## src/hdl/emu_pkg.sv

```systemverilog
`default_nettype none

package emu_pkg;

    // Register port geometry
    localparam int CSR_ADDR_W = 12;
    localparam int CSR_DATA_W = 32;
    localparam int CSR_STRB_W = 4;

    // DUT side
    localparam int NUM_TRIG = 32;
    localparam int CYCLE_W  = 64;

    typedef logic [CSR_ADDR_W-1:0] csr_addr_t;
    typedef logic [CSR_DATA_W-1:0] csr_data_t;
    typedef logic [CSR_STRB_W-1:0] csr_strb_t;
    typedef logic [NUM_TRIG-1:0]   trig_vec_t;
    typedef logic [CYCLE_W-1:0]    cycle_t;

    // Register map, byte offsets
    typedef enum csr_addr_t {
        REG_STAT      = 12'h000,
        REG_TRIG_STAT = 12'h004,
        REG_CYCLE_LO  = 12'h008,
        REG_CYCLE_HI  = 12'h00C,
        REG_STEP      = 12'h010,
        REG_TRIG_EN   = 12'h014,
        REG_PUTCHAR   = 12'h018
    } emu_reg_e;

    typedef enum logic [1:0] {
        RESP_OKAY   = 2'b00,
        RESP_SLVERR = 2'b10
    } axil_resp_e;

    // STAT fields
    localparam int STAT_PAUSE_BIT     = 0;
    localparam int STAT_DUT_RST_BIT   = 1;
    // Read only, set when the last pause came from the step counter
    localparam int STAT_STEP_TRIG_BIT = 31;

    // PUTCHAR fields, character in 7:0
    localparam int PUTCHAR_VALID_BIT = 31;

endpackage

`default_nettype wire

```

## src/hdl/axil_csr_slave.sv

```systemverilog
`timescale 1ns/1ps
`default_nettype none

module axil_csr_slave (
    input  logic                 clk,
    input  logic                 rst,

    input  logic                 s_axil_awvalid,
    output logic                 s_axil_awready,
    input  emu_pkg::csr_addr_t   s_axil_awaddr,
    input  logic                 s_axil_wvalid,
    output logic                 s_axil_wready,
    input  emu_pkg::csr_data_t   s_axil_wdata,
    input  emu_pkg::csr_strb_t   s_axil_wstrb,
    output logic                 s_axil_bvalid,
    input  logic                 s_axil_bready,
    output emu_pkg::axil_resp_e  s_axil_bresp,
    input  logic                 s_axil_arvalid,
    output logic                 s_axil_arready,
    input  emu_pkg::csr_addr_t   s_axil_araddr,
    output logic                 s_axil_rvalid,
    input  logic                 s_axil_rready,
    output emu_pkg::csr_data_t   s_axil_rdata,
    output emu_pkg::axil_resp_e  s_axil_rresp,

    output logic                 wr_en,
    output emu_pkg::csr_addr_t   wr_addr,
    output emu_pkg::csr_data_t   wr_data,
    output logic                 rd_en,
    output emu_pkg::csr_addr_t   rd_addr,
    input  emu_pkg::csr_data_t   rd_data
);

    import emu_pkg::*;

    // Ports open one cycle after reset is released
    logic       live;

    csr_addr_t  waddr_q;
    csr_data_t  wdata_q;
    logic       waddr_valid;
    logic       wdata_valid;
    logic       wstrb_err;
    logic       bvalid_q;
    axil_resp_e bresp_q;
    logic       wr_both;

    csr_addr_t  raddr_q;
    csr_data_t  rdata_q;
    logic       raddr_valid;
    logic       rdata_valid;

    always_ff @(posedge clk) begin
        if (rst) begin
            live <= 1'b0;
        end else begin
            live <= 1'b1;
        end
    end

    // Write path: AW and W are captured independently
    assign wr_both = waddr_valid && wdata_valid;

    always_ff @(posedge clk) begin
        if (rst) begin
            waddr_valid <= 1'b0;
            wdata_valid <= 1'b0;
            wstrb_err   <= 1'b0;
            bvalid_q    <= 1'b0;
            bresp_q     <= RESP_OKAY;
        end else begin
            if (s_axil_awvalid && s_axil_awready) begin
                waddr_valid <= 1'b1;
            end
            if (s_axil_wvalid && s_axil_wready) begin
                wdata_valid <= 1'b1;
                // Only full-word writes are accepted
                wstrb_err   <= s_axil_wstrb != '1;
            end
            if (wr_both) begin
                waddr_valid <= 1'b0;
                wdata_valid <= 1'b0;
                bvalid_q    <= 1'b1;
                bresp_q     <= wstrb_err ? RESP_SLVERR : RESP_OKAY;
            end
            if (s_axil_bvalid && s_axil_bready) begin
                bvalid_q <= 1'b0;
            end
        end
    end

    always_ff @(posedge clk) begin
        if (s_axil_awvalid && s_axil_awready) begin
            waddr_q <= s_axil_awaddr;
        end
        if (s_axil_wvalid && s_axil_wready) begin
            wdata_q <= s_axil_wdata;
        end
    end

    assign s_axil_awready = live && !waddr_valid && !bvalid_q;
    assign s_axil_wready  = live && !wdata_valid;
    assign s_axil_bvalid  = bvalid_q;
    assign s_axil_bresp   = bresp_q;

    assign wr_en   = wr_both && !wstrb_err;
    assign wr_addr = waddr_q;
    assign wr_data = wdata_q;

    // Read path, bank is sampled in the cycle after AR
    assign rd_en   = raddr_valid && !rdata_valid;
    assign rd_addr = raddr_q;

    always_ff @(posedge clk) begin
        if (rst) begin
            raddr_valid <= 1'b0;
            rdata_valid <= 1'b0;
        end else begin
            if (s_axil_arvalid && s_axil_arready) begin
                raddr_valid <= 1'b1;
            end
            if (rd_en) begin
                rdata_valid <= 1'b1;
            end
            if (s_axil_rvalid && s_axil_rready) begin
                raddr_valid <= 1'b0;
                rdata_valid <= 1'b0;
            end
        end
    end

    always_ff @(posedge clk) begin
        if (s_axil_arvalid && s_axil_arready) begin
            raddr_q <= s_axil_araddr;
        end
        if (rd_en) begin
            rdata_q <= rd_data;
        end
    end

    assign s_axil_arready = live && !raddr_valid;
    assign s_axil_rvalid  = rdata_valid;
    assign s_axil_rdata   = rdata_q;
    assign s_axil_rresp   = RESP_OKAY;

endmodule

`default_nettype wire

```

## src/hdl/emu_controller.sv

```systemverilog
`timescale 1ns/1ps
`default_nettype none

module emu_controller (
    input  logic                 clk,
    input  logic                 rst,

    input  logic                 s_axil_awvalid,
    output logic                 s_axil_awready,
    input  emu_pkg::csr_addr_t   s_axil_awaddr,
    input  logic                 s_axil_wvalid,
    output logic                 s_axil_wready,
    input  emu_pkg::csr_data_t   s_axil_wdata,
    input  emu_pkg::csr_strb_t   s_axil_wstrb,
    output logic                 s_axil_bvalid,
    input  logic                 s_axil_bready,
    output emu_pkg::axil_resp_e  s_axil_bresp,
    input  logic                 s_axil_arvalid,
    output logic                 s_axil_arready,
    input  emu_pkg::csr_addr_t   s_axil_araddr,
    output logic                 s_axil_rvalid,
    input  logic                 s_axil_rready,
    output emu_pkg::csr_data_t   s_axil_rdata,
    output emu_pkg::axil_resp_e  s_axil_rresp,

    input  emu_pkg::trig_vec_t   dut_trig,
    input  logic                 stall_gen,
    input  logic                 putchar_valid,
    input  logic [7:0]           putchar_data,
    output logic                 putchar_ready,
    output logic                 dut_clk_en,
    output logic                 dut_rst
);

    import emu_pkg::*;

    // Register bank strobes
    logic      wr_en;
    csr_addr_t wr_addr;
    csr_data_t wr_data;
    logic      rd_en;
    csr_addr_t rd_addr;
    csr_data_t rd_data;

    // Run control interface
    logic      stat_wr;
    logic      cycle_lo_wr;
    logic      cycle_hi_wr;
    logic      step_wr;
    trig_vec_t trig_en;
    logic      pause;
    logic      step_trig;
    cycle_t    cycle;
    csr_data_t step;

    axil_csr_slave u_slave (
        .clk            (clk),
        .rst            (rst),
        .s_axil_awvalid (s_axil_awvalid),
        .s_axil_awready (s_axil_awready),
        .s_axil_awaddr  (s_axil_awaddr),
        .s_axil_wvalid  (s_axil_wvalid),
        .s_axil_wready  (s_axil_wready),
        .s_axil_wdata   (s_axil_wdata),
        .s_axil_wstrb   (s_axil_wstrb),
        .s_axil_bvalid  (s_axil_bvalid),
        .s_axil_bready  (s_axil_bready),
        .s_axil_bresp   (s_axil_bresp),
        .s_axil_arvalid (s_axil_arvalid),
        .s_axil_arready (s_axil_arready),
        .s_axil_araddr  (s_axil_araddr),
        .s_axil_rvalid  (s_axil_rvalid),
        .s_axil_rready  (s_axil_rready),
        .s_axil_rdata   (s_axil_rdata),
        .s_axil_rresp   (s_axil_rresp),
        .wr_en          (wr_en),
        .wr_addr        (wr_addr),
        .wr_data        (wr_data),
        .rd_en          (rd_en),
        .rd_addr        (rd_addr),
        .rd_data        (rd_data)
    );

    emu_csr_bank u_bank (
        .clk           (clk),
        .rst           (rst),
        .wr_en         (wr_en),
        .wr_addr       (wr_addr),
        .wr_data       (wr_data),
        .rd_en         (rd_en),
        .rd_addr       (rd_addr),
        .rd_data       (rd_data),
        .dut_trig      (dut_trig),
        .putchar_valid (putchar_valid),
        .putchar_data  (putchar_data),
        .putchar_ready (putchar_ready),
        .pause         (pause),
        .dut_rst       (dut_rst),
        .step_trig     (step_trig),
        .cycle         (cycle),
        .step          (step),
        .stat_wr       (stat_wr),
        .cycle_lo_wr   (cycle_lo_wr),
        .cycle_hi_wr   (cycle_hi_wr),
        .step_wr       (step_wr),
        .trig_en       (trig_en)
    );

    emu_run_ctrl u_run_ctrl (
        .clk         (clk),
        .rst         (rst),
        .stat_wr     (stat_wr),
        .cycle_lo_wr (cycle_lo_wr),
        .cycle_hi_wr (cycle_hi_wr),
        .step_wr     (step_wr),
        .wr_data     (wr_data),
        .trig_en     (trig_en),
        .dut_trig    (dut_trig),
        .stall_gen   (stall_gen),
        .pause       (pause),
        .dut_rst     (dut_rst),
        .step_trig   (step_trig),
        .cycle       (cycle),
        .step        (step),
        .dut_clk_en  (dut_clk_en)
    );

endmodule

`default_nettype wire

```

## src/hdl/emu_csr_bank.sv

```systemverilog
`timescale 1ns/1ps
`default_nettype none

module emu_csr_bank (
    input  logic                clk,
    input  logic                rst,

    input  logic                wr_en,
    input  emu_pkg::csr_addr_t  wr_addr,
    input  emu_pkg::csr_data_t  wr_data,
    input  logic                rd_en,
    input  emu_pkg::csr_addr_t  rd_addr,
    output emu_pkg::csr_data_t  rd_data,

    input  emu_pkg::trig_vec_t  dut_trig,
    input  logic                putchar_valid,
    input  logic [7:0]          putchar_data,
    output logic                putchar_ready,

    input  logic                pause,
    input  logic                dut_rst,
    input  logic                step_trig,
    input  emu_pkg::cycle_t     cycle,
    input  emu_pkg::csr_data_t  step,

    output logic                stat_wr,
    output logic                cycle_lo_wr,
    output logic                cycle_hi_wr,
    output logic                step_wr,
    output emu_pkg::trig_vec_t  trig_en
);

    import emu_pkg::*;

    trig_vec_t trig_stat;
    logic      trig_en_wr;
    csr_data_t stat_word;
    csr_data_t putchar_word;

    // Per-register write strobes
    assign stat_wr     = wr_en && wr_addr == REG_STAT;
    assign cycle_lo_wr = wr_en && wr_addr == REG_CYCLE_LO;
    assign cycle_hi_wr = wr_en && wr_addr == REG_CYCLE_HI;
    assign step_wr     = wr_en && wr_addr == REG_STEP;
    assign trig_en_wr  = wr_en && wr_addr == REG_TRIG_EN;

    always_ff @(posedge clk) begin
        if (rst) begin
            trig_en   <= '0;
            trig_stat <= '0;
        end else begin
            if (trig_en_wr) begin
                trig_en <= wr_data;
            end
            // One cycle behind the DUT
            trig_stat <= dut_trig;
        end
    end

    always_comb begin
        stat_word                     = '0;
        stat_word[STAT_PAUSE_BIT]     = pause;
        stat_word[STAT_DUT_RST_BIT]   = dut_rst;
        stat_word[STAT_STEP_TRIG_BIT] = step_trig;
    end

    always_comb begin
        putchar_word                    = '0;
        putchar_word[PUTCHAR_VALID_BIT] = putchar_valid;
        putchar_word[7:0]               = putchar_data;
    end

    // Read mux, unmapped offsets return zero
    always_comb begin
        case (rd_addr)
            REG_STAT:      rd_data = stat_word;
            REG_TRIG_STAT: rd_data = trig_stat;
            REG_CYCLE_LO:  rd_data = cycle[CSR_DATA_W-1:0];
            REG_CYCLE_HI:  rd_data = cycle[CYCLE_W-1:CSR_DATA_W];
            REG_STEP:      rd_data = step;
            REG_TRIG_EN:   rd_data = trig_en;
            REG_PUTCHAR:   rd_data = putchar_word;
            default:       rd_data = '0;
        endcase
    end

    // Pop the character in the cycle it is sampled
    assign putchar_ready = rd_en && rd_addr == REG_PUTCHAR;

endmodule

`default_nettype wire

```

## src/hdl/emu_run_ctrl.sv

```systemverilog
`timescale 1ns/1ps
`default_nettype none

module emu_run_ctrl (
    input  logic                clk,
    input  logic                rst,

    input  logic                stat_wr,
    input  logic                cycle_lo_wr,
    input  logic                cycle_hi_wr,
    input  logic                step_wr,
    input  emu_pkg::csr_data_t  wr_data,
    input  emu_pkg::trig_vec_t  trig_en,

    input  emu_pkg::trig_vec_t  dut_trig,
    input  logic                stall_gen,

    output logic                pause,
    output logic                dut_rst,
    output logic                step_trig,
    output emu_pkg::cycle_t     cycle,
    output emu_pkg::csr_data_t  step,
    output logic                dut_clk_en
);

    import emu_pkg::*;

    csr_data_t step_next;
    logic      step_event;
    logic      trig_event;
    logic      pause_event;

    // DUT advances only when not paused and not stalled
    assign dut_clk_en = !pause && !stall_gen;

    always_comb begin
        if (dut_clk_en && step != '0) begin
            step_next = step - csr_data_t'(1);
        end else begin
            step_next = step;
        end
    end

    // Countdown reaches zero this cycle
    assign step_event  = step != '0 && step_next == '0;
    assign trig_event  = |(dut_trig & trig_en);
    assign pause_event = step_event || trig_event;

    always_ff @(posedge clk) begin
        if (rst) begin
            pause     <= 1'b1;
            dut_rst   <= 1'b1;
            step_trig <= 1'b0;
        end else begin
            if (stat_wr) begin
                pause   <= wr_data[STAT_PAUSE_BIT];
                dut_rst <= wr_data[STAT_DUT_RST_BIT];
            end
            // Overrides a software clear of pause in the same cycle
            if (pause_event) begin
                pause     <= 1'b1;
                step_trig <= step_event;
            end
        end
    end

    // Cycle counter, writable only while the DUT is stopped
    always_ff @(posedge clk) begin
        if (rst) begin
            cycle <= '0;
        end else if (dut_clk_en) begin
            cycle <= cycle + cycle_t'(1);
        end else begin
            if (cycle_lo_wr) begin
                cycle[CSR_DATA_W-1:0] <= wr_data;
            end
            if (cycle_hi_wr) begin
                cycle[CYCLE_W-1:CSR_DATA_W] <= wr_data;
            end
        end
    end

    // Software load wins over the countdown
    always_ff @(posedge clk) begin
        if (rst) begin
            step <= '0;
        end else if (step_wr) begin
            step <= wr_data;
        end else begin
            step <= step_next;
        end
    end

endmodule

`default_nettype wire

```

## config.mk

```make
export PLATFORM = sky130hd
export DESIGN_NAME = emu_controller
export DESIGN_NICKNAME = d
export VERILOG_FILES = /design/src/hdl/emu_pkg.sv /design/src/hdl/axil_csr_slave.sv /design/src/hdl/emu_controller.sv /design/src/hdl/emu_csr_bank.sv /design/src/hdl/emu_run_ctrl.sv
export SDC_FILE = /design/constraint.sdc
export NUM_CORES = 1
export LEC_CHECK = 0
export BUFFER_PORTS_ARGS = -buffer_cell sky130_fd_sc_hd__buf_4
export CELL_PAD_IN_SITES_DETAIL_PLACEMENT = 1
export CELL_PAD_IN_SITES_GLOBAL_PLACEMENT = 1
export CORE_MARGIN = 2
export CORE_UTILIZATION = 40
export CTS_CLUSTER_DIAMETER = 50
export DETAILED_ROUTE_END_ITERATION = 12
export GPL_TIMING_DRIVEN = 0
export PLACE_DENSITY = 0.85
export SYNTH_ARGS = -nofsm -noshare
export SYNTH_HDL_FRONTEND = slang
export SYNTH_SLANG_ARGS = --single-unit
```

## constraint.sdc

```tcl
create_clock -name clk -period 3.15 [get_ports clk]
set_input_delay 0.63 -clock clk [delete_from_list [all_inputs] [get_ports clk]]
set_output_delay 0.63 -clock clk [all_outputs]
set_load 0.005 [all_outputs]
```

==> load_flow_metrics.sql, run 1 <==
INSERT INTO impl_metrics (metric_group, metric, value, unit) VALUES
('outcome', 'outcome', 'complete, no violations', ''),
('clock_tree', 'ctsRootBufferMaster', 'clkbuf_16', ''),
('sta', 'max_slew_margin', '0.1964', ''),
('layout', 'layout.core_utilization', '0.5086', ''),
('global_routing', 'grt_util_met1', '0.4263', ''),
('critical_path', 'crit_path_end_kind', 'output pin', ''),
('die', 'starting_utilization_of_the_core_area', '0.4046', ''),
('layout', 'final_design_area_no_fill', '15480', 'um2'),
('sta', 'final_critical_delay_including_setup_and_external_delays', '3.133', 'ns'),
('pwr', 'combPwrFrac', '0.043', ''),
('clock_tree', 'cts_tree', 'yes', ''),
('run', 'cap_violations', '0', ''),
('detailed_routing', 'drt_iter0_markers', '1136', ''),
('critical_path', 'worstPathBufferInverterCount', '5', ''),
('layout', 'finish.net_count', '1643', ''),
('place', 'placement.io_buffers', '149', ''),
('global_routing', 'gr-usage-all-layers', '0.3257', ''),
('logic_synthesis', 'yosys_most_used_dff', 'dfxtp_1', ''),
('sta', 'final-setup-viol-count', '0', ''),
('pwr', 'switchingPower', '1879', 'uW'),
('pwr', 'power', '8021', 'uW'),
('pwr', 'internal-power', '6142', 'uW'),
('pwr', 'net_sw_frac', '0.2343', ''),
('global_routing', 'grt_first_pass_wirelength', '79.18', 'mm'),
('detailed_routing', 'drt-total-wl', '54.06', 'mm'),
('logic_synthesis', 'synth_top_area_share', '0.2781', ''),
('detailed_routing', 'detailroute.via_count', '12130', ''),
('critical_path', 'cp_data_arrival_time', '2.50', 'ns'),
('critical_path', 'timing.critical_path.slowest_cell_delay', '0.38', 'ns'),
('logic_synthesis', 'synth_top_area_cell', 'dfxtp_1', ''),
('clock_tree', 'cts.hold.buffers_added', '0', ''),
('critical_path', 'rrSetupSlack', '0.09', 'ns'),
('pwr', 'pwr_density_cell', '518.3', 'nW/um2'),
('critical_path', 'ff2ff_path_depth', '7', ''),
('worst_hold_path', 'hold_start', 's_axil_araddr[11]', ''),
('layout', 'drive_above_1_share', '0.1956', ''),
('sta', 'final_min_period_over_clock_period', '0.9947', ''),
('layout', 'area_delta_synth_final', '25.71', '%'),
('clock_tree', 'cts-root-to-sink-buffers', '3', ''),
('critical_path', 'worst_path_max_delay_cell', 'dfxtp_1', ''),
('die', 'fp-row-count', '64', ''),
('global_routing', 'global_route.peak_usage_layer', 'met2', ''),
('sta', 'worst_slew_pin_slew', '1.204', 'ns'),
('logic_synthesis', 'synthDistinctLibCells', '75', ''),
('die', 'die_w', '179.4', 'um'),
('detailed_routing', 'firstDrtPassIters', '5', ''),
('die', 'placeableCoreArea', '30430', 'um2'),
('detailed_routing', 'ant_nets', '0', ''),
('critical_path', 'rr_endpoint', 'u_run_ctrl.cycle[63]$_SDFFE_PP0P_', ''),
('critical_path', 'critical_path_cell_list', 'or2_4 > inv_1 > clkbuf_4 > clkbuf_4 > clkbuf_4 > buf_4', ''),
('critical_path', 'critPathTopFamily', 'buffers and inverters', ''),
('worst_hold_path', 'hold_depth', '1', ''),
('detailed_routing', 'vias_per_cell', '6.199', ''),
('clock_tree', 'numCtsBuffers', '36', ''),
('sta', 'slew_violations', '0', ''),
('die', 'top_level_ports', '153', ''),
('critical_path', 'timing.critical_path.fanout_max', '10', ''),
('logic_synthesis', 'synthesis.area', '12310', 'um2'),
('clock_tree', 'clk_transition_reported_paths', '0.06', 'ns'),
('logic_synthesis', 'postSynthCellCount', '1337', ''),
('global_routing', 'grt_overflow', '0', ''),
('sta', 'max_freq', '0.3192', 'GHz'),
('critical_path', 'timing.rr.start', 'u_run_ctrl.cycle[15]$_SDFFE_PP0P_', ''),
('pwr', 'p_leak', '0.005433', 'uW'),
('logic_synthesis', 'avgSynthCellArea', '9.208', 'um2'),
('pwr', 'p_seq_frac', '0.451', ''),
('logic_synthesis', 'yosys_warnings', '0', ''),
('pwr', 'worst_ir_drop_vdd', '0.3841', 'mV'),
('critical_path', 'setup.worst_path.class', 'flip-flop to output pin', ''),
('clock_tree', 'cts-htree-levels', '2', ''),
('die', 'die_h', '179.4', 'um');
## metrics by stage
stage | hold WS [ns] | worst slack (ns) | setup TNS [ns]
6_report | 0.2795 | 0.01678 | 0
5_1_grt | 0.2710 | -0.01008 | -0.01697
4_1_cts | 0.2700 | -0.04301 | -0.06426
3_5_place_dp | 0.4560 | -0.9628 | -21.15
3_3_place_gp | 0.4527 | -0.9593 | -19.61
2_1_floorplan | 0.4245 | 0.1972 | 0
## sequential cells by signal (all words and copies together), names as in the netlist, 12 cells and up
signal                flops
u_bank.trig_en           32
u_run_ctrl.cycle         64
u_run_ctrl.step          32
u_slave.rd_addr          12
u_slave.wr_data          32
u_slave.s_axil_rdata     32
u_bank.trig_stat         32
u_slave.wr_addr          12
## worst register-to-register path: cells and delay by family (launching register included)
family	cells	cell delay [ns]
AND/OR/NAND/NOR	6	2.09
flip-flops	1	0.49
multiplexers	1	0.37
## final cells by class
type / instances / area, um2
diodes: 2 / 5.005
plain buffers: 88 / 407.9
clock buffers: 44 / 962.2
clock inverters: 22 / 221.5
fillers: 3484 / 14950
inverters: 16 / 60.06
multi-input cells: 972 / 6066
flip-flops and latches: 259 / 6072
well taps: 396 / 495.5
repair buffers: 158 / 1186
## cell usage in the layout (no fill, tap or decap), types with 37 or more instances in the layout
master and n:
a21oi_1 104, a22oi_1 45, buf_4 162, clkbuf_1 63
clkbuf_16 37, dfxtp_1 166, edfxtp_1 88, nand2_1 180
nor2_1 110, nor2b_1 38, nor3_1 38, o21ai_0 38
## how the worst max path moves through the flow
| stage | endpoint | slack [ns] | depth (start not counted) |
|---|---|---|---|
| after floorplan | u_run_ctrl.step_trig$_SDFFE_PP0P_ | 0.20 | 10 |
| after global placement | dut_clk_en | -0.96 | 8 |
| after detailed placement | dut_clk_en | -0.96 | 8 |
| after CTS | dut_clk_en | -0.04 | 6 |
| after global routing | u_run_ctrl.cycle[56]$_SDFFE_PP0P_ | -0.01 | 8 |
| final | dut_clk_en | 0.02 | 6 |
## power by group through the flow
| stage | combinational, uW | sequential (uW) | clock [uW] |
|---|---|---|---|
| floorplan | 123 | 3640 | 0 |
| detailed placement | 336 | 3680 | 0 |
| CTS | 340 | 3610 | 4090 |
| finish | 343 | 3620 | 4060 |
| global route | 364 | 3620 | 4230 |
| global placement | 322 | 3680 | 0 |
## layer usage
layer / share of wire / up-vias
li1: - / 5401
met3: 0.10 / 133
met5: 0 / -
met1: 0.40 / 5983
met2: 0.46 / 615
met4: 0.037 / 0
## repair_timing
| action | CTS | global route |
|---|---|---|
| buffers inserted | 3 | 6 |
| endpoints found under the hold margin | 0 | 0 |
| gates resized for setup | 42 | 39 |
| pin swaps | 5 | 8 |
| setup endpoints to repair | 97 | 97 |
## cells by family (layout without fill, tap and decap cells)
family / count (synthesis) / count (layout) / synth area share
AOI/OAI and AO/OA: 344 / 344 / 0.1879
xor gates and xnor gates: 29 / 29 / 0.02124
adders and majority gates: 3 / 3 / 0.003049
buffers and inverters: 108 / 328 / 0.03618
DFF: 259 / 259 / 0.4927
muxes: 39 / 39 / 0.03212
other: 1 / 5 / 0.0003046
and+or+nand+nor: 554 / 554 / 0.2264
Note: power is estimated with default switching activity, not from simulation.
==> run 2: changes to the inputs <==
--- a/config.mk
+++ b/config.mk
@@ -9,11 +9,12 @@
 export CELL_PAD_IN_SITES_DETAIL_PLACEMENT = 1
 export CELL_PAD_IN_SITES_GLOBAL_PLACEMENT = 1
 export CORE_MARGIN = 2
-export CORE_UTILIZATION = 40
+export CORE_UTILIZATION = 45
 export CTS_CLUSTER_DIAMETER = 50
 export DETAILED_ROUTE_END_ITERATION = 12
 export GPL_TIMING_DRIVEN = 0
-export PLACE_DENSITY = 0.85
+export PLACE_DENSITY = 0.89
 export SYNTH_ARGS = -nofsm -noshare
 export SYNTH_HDL_FRONTEND = slang
+export SYNTH_HIERARCHICAL = 1
 export SYNTH_SLANG_ARGS = --single-unit
==> constraint.sdc (replaced) <==
create_clock -name clk -period 3.6 [get_ports clk]
set_input_delay 0.72 -clock clk [delete_from_list [all_inputs] [get_ports clk]]
set_output_delay 0.72 -clock clk [all_outputs]
set_load 0.005 [all_outputs]
==> run 2 against run 1 <==
Compared with the run above:
- sequential cell count unchanged
- sequential share of layout area up 0.35 points
- power down 16%
- via count up 5.8%
- final area down 0.98%
- clock power down 21%
- critical path type is now flip-flop to flip-flop
==> load_flow_metrics.sql, run 2 <==
INSERT INTO impl_metrics (metric_group, metric, value, unit) VALUES
('detailed_routing', 'wirelength_met1', '20.78', 'mm'),
('logic_synthesis', 'yosys_most_used_dff', 'dfxtp_1', ''),
('critical_path', 'worst-endpoint-required', '4.08', 'ns'),
('global_routing', 'grt_first_pass_wirelength', '81.54', 'mm'),
('detailed_routing', 'route.met2.wl', '25.52', 'mm'),
('sta', 'final_critical_delay_including_setup_and_external_delays', '3.591', 'ns'),
('layout', 'area_delta_synth_final', '22.28', '%'),
('logic_synthesis', 'synth_top_area_share', '0.2732', ''),
('logic_synthesis', 'number_of_synthesized_flops_with_an_enable_pin', '88', ''),
('detailed_routing', 'routed.top_layer', 'met4', ''),
('detailed_routing', 'wire_per_inst', '29.49', 'um'),
('place', 'detailedPlacementHpwl', '41.68', 'mm'),
('detailed_routing', 'drc', '0', ''),
('place', 'finalWeightedCongestion', '0.9671', ''),
('pwr', 'p_leak', '0.005419', 'uW'),
('layout', 'most-common-layout-cells', 'dfxtp_1, buf_4, nand2_1', ''),
('worst_hold_path', 'min_path_type', 'input port to flip-flop', ''),
('die', 'die_h', '170.9', 'um'),
('critical_path', 'setup.worst_path.class', 'flip-flop to flip-flop', ''),
('sta', 'worst_skew', '0.02427', 'ns'),
('logic_synthesis', 'synthesis.area', '12530', 'um2'),
('sta', 'max_slew_margin', '0.02831', ''),
('layout', 'drive_above_1_share', '0.1811', ''),
('critical_path', 'cp_data_arrival_time', '4.07', 'ns'),
('logic_synthesis', 'yosys_warnings', '6', ''),
('logic_synthesis', 'post_synth_most_frequent_cells', 'dfxtp_1, nand2_1, nor2_1, a21oi_1, edfxtp_1', ''),
('logic_synthesis', 'synth_top_area_cell', 'dfxtp_1', ''),
('logic_synthesis', 'asyncSetResetFlopFracSynth', '0', ''),
('die', 'placeableCoreArea', '27630', 'um2'),
('clock_tree', 'numClockSinks', '259', ''),
('critical_path', 'rrSetupSlack', '0.009', 'ns'),
('run', 'cap_violations', '0', ''),
('detailed_routing', 'routed-wl-met3', '6.437', 'mm'),
('layout', 'n_fill_cell', '3159', ''),
('pwr', 'net_sw_frac', '0.2314', ''),
('logic_synthesis', 'ys_ff_latch', '259', ''),
('outcome', 'outcome', 'complete, no violations', ''),
('pwr', 'pwr_density_cell', '439.0', 'nW/um2'),
('sta', 'worst_slew_pin_slew', '1.444', 'ns'),
('detailed_routing', 'drt_iter0_markers', '1530', ''),
('detailed_routing', 'vias_per_cell', '6.645', ''),
('pwr', 'power', '6728', 'uW'),
('global_routing', 'grt_pass1_vias', '12860', ''),
('pwr', 'clock_power_share', '0.477', ''),
('sta', 'final-setup-viol-count', '0', ''),
('detailed_routing', 'firstDrtPassIters', '8', ''),
('clock_tree', 'cts-root-to-sink-buffers', '3', ''),
('layout', 'layout.core_utilization', '0.5547', ''),
('logic_synthesis', 'postSynthCellCount', '1343', ''),
('critical_path', 'cp-start-kind', 'flip-flop', ''),
('layout', 'largest_register_ff_count', '64', ''),
('die', 'fp-row-count', '61', ''),
('layout', 'finish.net_count', '1639', ''),
('logic_synthesis', 'synth.yosys.seq_area_share', '0.4840', ''),
('clock_tree', 'numCtsBuffers', '31', ''),
('pwr', 'switchingPower', '1557', 'uW'),
('clock_tree', 'cts-htree-levels', '1', ''),
('place', 'placement.io_buffers', '149', ''),
('global_routing', 'antenna_found_initial', '3', ''),
('sta', 'slew_violations', '0', ''),
('logic_synthesis', 'synthDistinctLibCells', '85', ''),
('detailed_routing', 'ant_nets', '0', ''),
('global_routing', 'grt_overflow', '0', ''),
('clock_tree', 'clkLatencyLatePin', '0.58', 'ns'),
('logic_synthesis', 'synth.most_common_cell', 'dfxtp_1', ''),
('layout', 'largest_register', 'u_run_ctrl/cycle', ''),
('pwr', 'worst_ir_drop_vdd', '0.3388', 'mV'),
('sta', 'rsz0062_at_grt', 'false', ''),
('pwr', 'combPwrFrac', '0.051', ''),
('critical_path', 'crit_path_end_kind', 'flip-flop', ''),
('layout', 'mostFrequentLayoutCell', 'dfxtp_1', ''),
('detailed_routing', 'drt-total-wl', '56.97', 'mm'),
('sta', 'final_min_period_over_clock_period', '0.9975', ''),
('sta', 'final-hold-violation-count', '0', ''),
('detailed_routing', 'detailroute.via_count', '12840', ''),
('sta', 'max_freq', '0.2785', 'GHz'),
('global_routing', 'gr-usage-all-layers', '0.3811', ''),
('pwr', 'p_seq_frac', '0.472', ''),
('pwr', 'internal-power', '5171', 'uW'),
('clock_tree', 'clk_transition_reported_paths', '0.06', 'ns'),
('logic_synthesis', 'avgSynthCellArea', '9.331', 'um2'),
('clock_tree', 'cts_tree', 'yes', ''),
('die', 'dieArea', '29200', 'um2'),
('clock_tree', 'ctsRootBufferMaster', 'clkbuf_16', ''),
('clock_tree', 'cts.hold.buffers_added', '0', ''),
('critical_path', 'timing.critical_path.fanout_max', '6', ''),
('die', 'die_w', '170.9', 'um'),
('global_routing', 'maximum_number_of_pins_on_one_net_before_global_route_repair', '34', ''),
('die', 'top_level_ports', '153', ''),
('logic_synthesis', 'netlist_top_cells_area', 'dfxtp_1, edfxtp_1, nand2_1, a21oi_1, nor2_1', ''),
('die', 'starting_utilization_of_the_core_area', '0.4536', '');
run 2: cell types whose count changed in the layout (fill, tap and decap cells not counted), sizes merged, moves of 11 or more:
cell,previous run,this run
nand2,181,144
o221ai,34,1
mux2,4,30
nor2,112,138
a221oi,6,24
a22oi,45,27
mux2i,35,20
a31oi,23,12
run 2: worst paths after layout:
path                                          start                           endpoint  cells after the start
setup / recovery  u_run_ctrl/cycle[29]$_SDFFE_PP0P_  u_run_ctrl/cycle[51]$_SDFFE_PP0P_                      7
hold / removal                     s_axil_araddr[8]       u_slave/rd_addr[8]$_DFFE_PP_                      1
setup reg to reg  u_run_ctrl/cycle[29]$_SDFFE_PP0P_  u_run_ctrl/cycle[51]$_SDFFE_PP0P_                      7
hold reg to reg   u_run_ctrl/step_trig$_SDFFE_PP0P_  u_run_ctrl/step_trig$_SDFFE_PP0P_                      2
run 2: per-stage QoR:
step	setup WS (ns)	instances	setup TNS (ns)	hold slack, ns	instance area, um2
3_3_place_gp	-0.9107	1872	-23.54	0.4438	14130
4_1_cts	0.07509	1929	0	0.3015	15240
2_1_floorplan	0.5588	1345	0	0.4284	12540
3_5_place_dp	-0.8567	1873	-12.84	0.4684	14160
6_report	0.009065	1932	0	0.3116	15320
5_1_grt	0.01073	1930	0	0.3072	15320
run 2: area by class of cell:
type | instances | area, um2 | share of cell area
Multi-Input combinational cell | 982 | 6142 | 0.4008
Timing Repair Buffer | 152 | 1154 | 0.07528
Tap cell | 378 | 473.0 | 0.03086
Buffer | 86 | 382.9 | 0.02498
Sequential cell | 259 | 6066 | 0.3958
Inverter | 15 | 56.30 | 0.003674
Antenna cell | 2 | 5.005 | 0.0003266
Clock buffer | 42 | 878.3 | 0.05732
Clock inverter | 16 | 167.7 | 0.01094
run 2: critical path, cell delays in order (launching register included):
cell and delay, ns:
dfxtp_1 0.55, nand4_1 0.29, or4_1 0.62, or4b_4 0.60, nor4_1 0.61, nand2_1 0.27
or3_1 0.38, a31oi_1 0.18
run 2: kinds of logic (layout without fill, tap and decap cells):
logic type,after synthesis,in the layout,synth area share
muxes,53,53,0.04832
xor gates and xnor gates,22,22,0.01538
other,1,5,0.0002992
AOI/OAI and AO/OA,334,334,0.1846
buffers and inverters,104,311,0.03494
adders and majority gates,3,3,0.002996
and+or+nand+nor,567,567,0.2294
DFF,259,259,0.4840
run 2: timing repair:
item                       in CTS  in global routing
pin swaps                       0                  1
setup endpoints to repair      28                 25
setup buffers                   0                  1
resized for setup              12                 10
hold endpoints to repair        0                  0
run 2: power by group through the flow:
stage	Clock [uW]	Combinational, uW	Sequential, uW
final	3210	341	3180
after global routing	3360	355	3170
after CTS	3240	330	3170
after detailed placement	0	327	3230
after global placement	0	316	3230
after floorplan	0	124	3190
run 2: layer usage:
| layer | GRT usage | up-vias |
|---|---|---|
| li1 | - | 5424 |
| met1 | 0.4580 | 6299 |
| met2 | 0.5992 | 848 |
| met3 | 0.1071 | 267 |
| met4 | 0.2491 | 0 |
| met5 | 0 | - |
==> run 3: changes to the inputs <==
--- a/config.mk
+++ b/config.mk
@@ -9,11 +9,13 @@
 export CELL_PAD_IN_SITES_DETAIL_PLACEMENT = 1
 export CELL_PAD_IN_SITES_GLOBAL_PLACEMENT = 1
 export CORE_MARGIN = 2
-export CORE_UTILIZATION = 45
+export CORE_UTILIZATION = 46
+export CTS_BUF_LIST = sky130_fd_sc_hd__clkbuf_4
 export CTS_CLUSTER_DIAMETER = 50
 export DETAILED_ROUTE_END_ITERATION = 12
 export GPL_TIMING_DRIVEN = 0
-export PLACE_DENSITY = 0.89
+export PLACE_DENSITY = 0.91
+export SKIP_LAST_GASP = 1
 export SYNTH_ARGS = -nofsm -noshare
 export SYNTH_HDL_FRONTEND = slang
 export SYNTH_HIERARCHICAL = 1
==> run 3 against run 2 <==
Compared with the run above:
- the flow now finishes with violations (negative setup slack)
- final area shrank 1.2%
- utilization grew 0.90 points
- count of clock-buffer cells in the layout grew 67
- setup slack lost 0.064 ns
- sequential share of layout area grew 0.46 points
- wire length shrank 1.1%
- critical path depth grew 1
- combinational power is essentially flat
- power shrank 6.4%
- via count grew 2.6%
- cell count grew 1.8%
- register-to-register slack lost 0.06 ns
==> load_flow_metrics.sql, run 3 (synthesis gave the netlist of run 2 again) <==
INSERT INTO impl_metrics (metric_group, metric, value, unit) VALUES
('global_routing', 'grt_first_pass_wirelength', '81.74', 'mm'),
('layout', 'largest_register', 'u_run_ctrl/cycle', ''),
('sta', 'worst_skew', '0.05427', 'ns'),
('clock_tree', 'clk_transition_reported_paths', '0.06', 'ns'),
('layout', 'largest_register_ff_count', '64', ''),
('critical_path', 'worstPathBufferInverterCount', '1', ''),
('run', 'cap_violations', '0', ''),
('layout', 'mostFrequentLayoutCell', 'dfxtp_1', ''),
('die', 'die_w', '169.1', 'um'),
('layout', 'area_delta_synth_final', '20.88', '%'),
('sta', 'final_min_period_over_clock_period', '1.015', ''),
('detailed_routing', 'drt-total-wl', '56.37', 'mm'),
('layout', 'finish.net_count', '1681', ''),
('die', 'placeableCoreArea', '26880', 'um2'),
('place', 'placement.io_buffers', '149', ''),
('detailed_routing', 'firstDrtPassIters', '7', ''),
('clock_tree', 'cts_tree', 'yes', ''),
('die', 'die_h', '169.1', 'um'),
('global_routing', 'grt_overflow', '0', ''),
('worst_hold_path', 'min_path_type', 'input port to flip-flop', ''),
('global_routing', 'maximum_number_of_pins_on_one_net_before_global_route_repair', '34', ''),
('pwr', 'worst_ir_drop_vdd', '0.2338', 'mV'),
('critical_path', 'cp-start-kind', 'flip-flop', ''),
('detailed_routing', 'ant_nets', '0', ''),
('outcome', 'violations', 'negative setup slack', ''),
('sta', 'slew_violations', '0', ''),
('detailed_routing', 'vias_per_cell', '6.699', ''),
('clock_tree', 'cts-htree-levels', '3', ''),
('sta', 'max_slew_margin', '0.1188', ''),
('pwr', 'pwr_density_cell', '415.6', 'nW/um2'),
('place', 'finalWeightedCongestion', '1.019', ''),
('critical_path', 'worst_path_max_delay_cell', 'nor4_1', ''),
('critical_path', 'critical_path_cell_list', 'nand3_1 > or4_1 > buf_2 > or4b_4 > nor4_1 > nand2_1 > or3_1 > a31oi_1', ''),
('die', 'top_level_ports', '153', ''),
('outcome', 'outcome', 'complete, but fails checks', ''),
('clock_tree', 'numCtsBuffers', '73', ''),
('layout', 'layout.cells.non_filler', '1967', ''),
('die', 'fp-row-count', '60', ''),
('clock_tree', 'cts-root-to-sink-buffers', '3', ''),
('place', 'dp_cells', '1836', ''),
('critical_path', 'worst-endpoint-required', '4.19', 'ns'),
('clock_tree', 'numClockSinks', '259', ''),
('detailed_routing', 'detailroute.via_count', '13180', ''),
('die', 'dieArea', '28580', 'um2'),
('detailed_routing', 'drt_iter0_markers', '1746', ''),
('critical_path', 'cp_data_arrival_time', '4.24', 'ns'),
('pwr', 'p_leak', '0.005452', 'uW'),
('detailed_routing', 'wire_per_inst', '28.66', 'um'),
('clock_tree', 'ctsRootBufferMaster', 'clkbuf_4', ''),
('critical_path', 'timing.critical_path.fanout_max', '8', ''),
('sta', 'final_critical_delay_including_setup_and_external_delays', '3.655', 'ns'),
('sta', 'final.hold.worst_slack', '0.1799', 'ns'),
('layout', 'most-common-layout-cells', 'dfxtp_1, buf_4, nand2_1', ''),
('sta', 'postLayoutSetupSlackWorst', '-0.05459', 'ns'),
('sta', 'max_freq', '0.2736', 'GHz'),
('global_routing', 'antenna_found_initial', '1', ''),
('global_routing', 'grt_pass1_vias', '13290', ''),
('clock_tree', 'cts.hold.buffers_added', '0', ''),
('clock_tree', 'clkLatencyLatePin', '0.72', 'ns'),
('die', 'starting_utilization_of_the_core_area', '0.4663', ''),
('critical_path', 'timing.critical_path.slowest_cell_delay', '0.68', 'ns'),
('critical_path', 'setup.worst_path.class', 'flip-flop to flip-flop', ''),
('global_routing', 'gr-usage-all-layers', '0.3856', ''),
('detailed_routing', 'drc', '0', ''),
('place', 'detailedPlacementHpwl', '41.37', 'mm'),
('sta', 'worst_slew_pin_slew', '1.310', 'ns'),
('sta', 'final-setup-viol-count', '2', ''),
('critical_path', 'crit_path_end_kind', 'flip-flop', ''),
('sta', 'final-hold-violation-count', '0', ''),
('layout', 'drive_above_1_share', '0.2154', ''),
('critical_path', 'critPathTopFamily', 'simple AND/OR/NAND/NOR gates', '');
run 3: routing by layer:
layer / wire length [um] / GRT usage
met1: 19970 / 0.4621
met2: 24930 / 0.6048
met3: 6948 / 0.1078
met4: 4514 / 0.2620
met5: 0 / 0
run 3: repair_timing:
action / 4_1_cts / 5_1_grt
gates resized for setup: 9 / 13
buffers inserted: 0 / 1
pin swaps: 0 / 1
endpoints found under the hold margin: 0 / 0
endpoints found under the setup margin: 31 / 69
run 3: area by class of cell:
class                      count  area (um2)
antenna                        1       2.502
buffer                        86       384.1
clock buffer                 109       818.3
clock inverter                22       116.4
fill                        3159       11730
inverter                      15       56.30
multi-input combinational    982        6125
sequential                   259        6066
tap                          341       426.7
timing repair buffer         152        1154
run 3: final timing paths:
| check | start | end | slack (ns) | cells past startpoint |
|---|---|---|---|---|
| setup / recovery | u_run_ctrl/cycle[14]$_SDFFE_PP0P_ | u_run_ctrl/cycle[51]$_SDFFE_PP0P_ | -0.05 | 8 |
| hold / removal | s_axil_araddr[9] | u_slave/rd_addr[9]$_DFFE_PP_ | 0.18 | 1 |
| setup reg to reg | u_run_ctrl/cycle[14]$_SDFFE_PP0P_ | u_run_ctrl/cycle[51]$_SDFFE_PP0P_ | -0.05 | 8 |
| hold reg to reg | u_bank/trig_en[14]$_SDFFE_PP0P_ | u_bank/trig_en[14]$_SDFFE_PP0P_ | 0.47 | 2 |
run 3: worst register-to-register path, stage by stage, from the launching register on:
cell     delay (ns)
dfxtp_1        0.55
nand3_1        0.19
or4_1          0.55
buf_2          0.18
or4b_4         0.61
nor4_1         0.68
nand2_1        0.27
or3_1          0.37
a31oi_1        0.18
run 3: power by group:
part | total (uW) | switching [uW] | internal, uW
Combinational | 340 | 189 | 151
Clock | 2780 | 1320 | 1460
Sequential | 3170 | 77.8 | 3100
run 3: per-stage QoR:
step / utilization / setup slack (ns) / total power, uW / TNS (ns) / instance area [um2]
2_1_floorplan: - / 0.5588 / 3312 / 0 / 12540
3_3_place_gp: 0.5241 / -0.8422 / 3538 / -23.71 / 14080
3_5_place_dp: 0.5249 / -0.8063 / 3554 / -13.05 / 14110
4_1_cts: 0.5607 / -0.1589 / 6308 / -0.1589 / 15070
5_1_grt: 0.5636 / -0.05775 / 6483 / -0.07400 / 15150
6_report: 0.5636 / -0.05459 / 6296 / -0.07925 / 15150
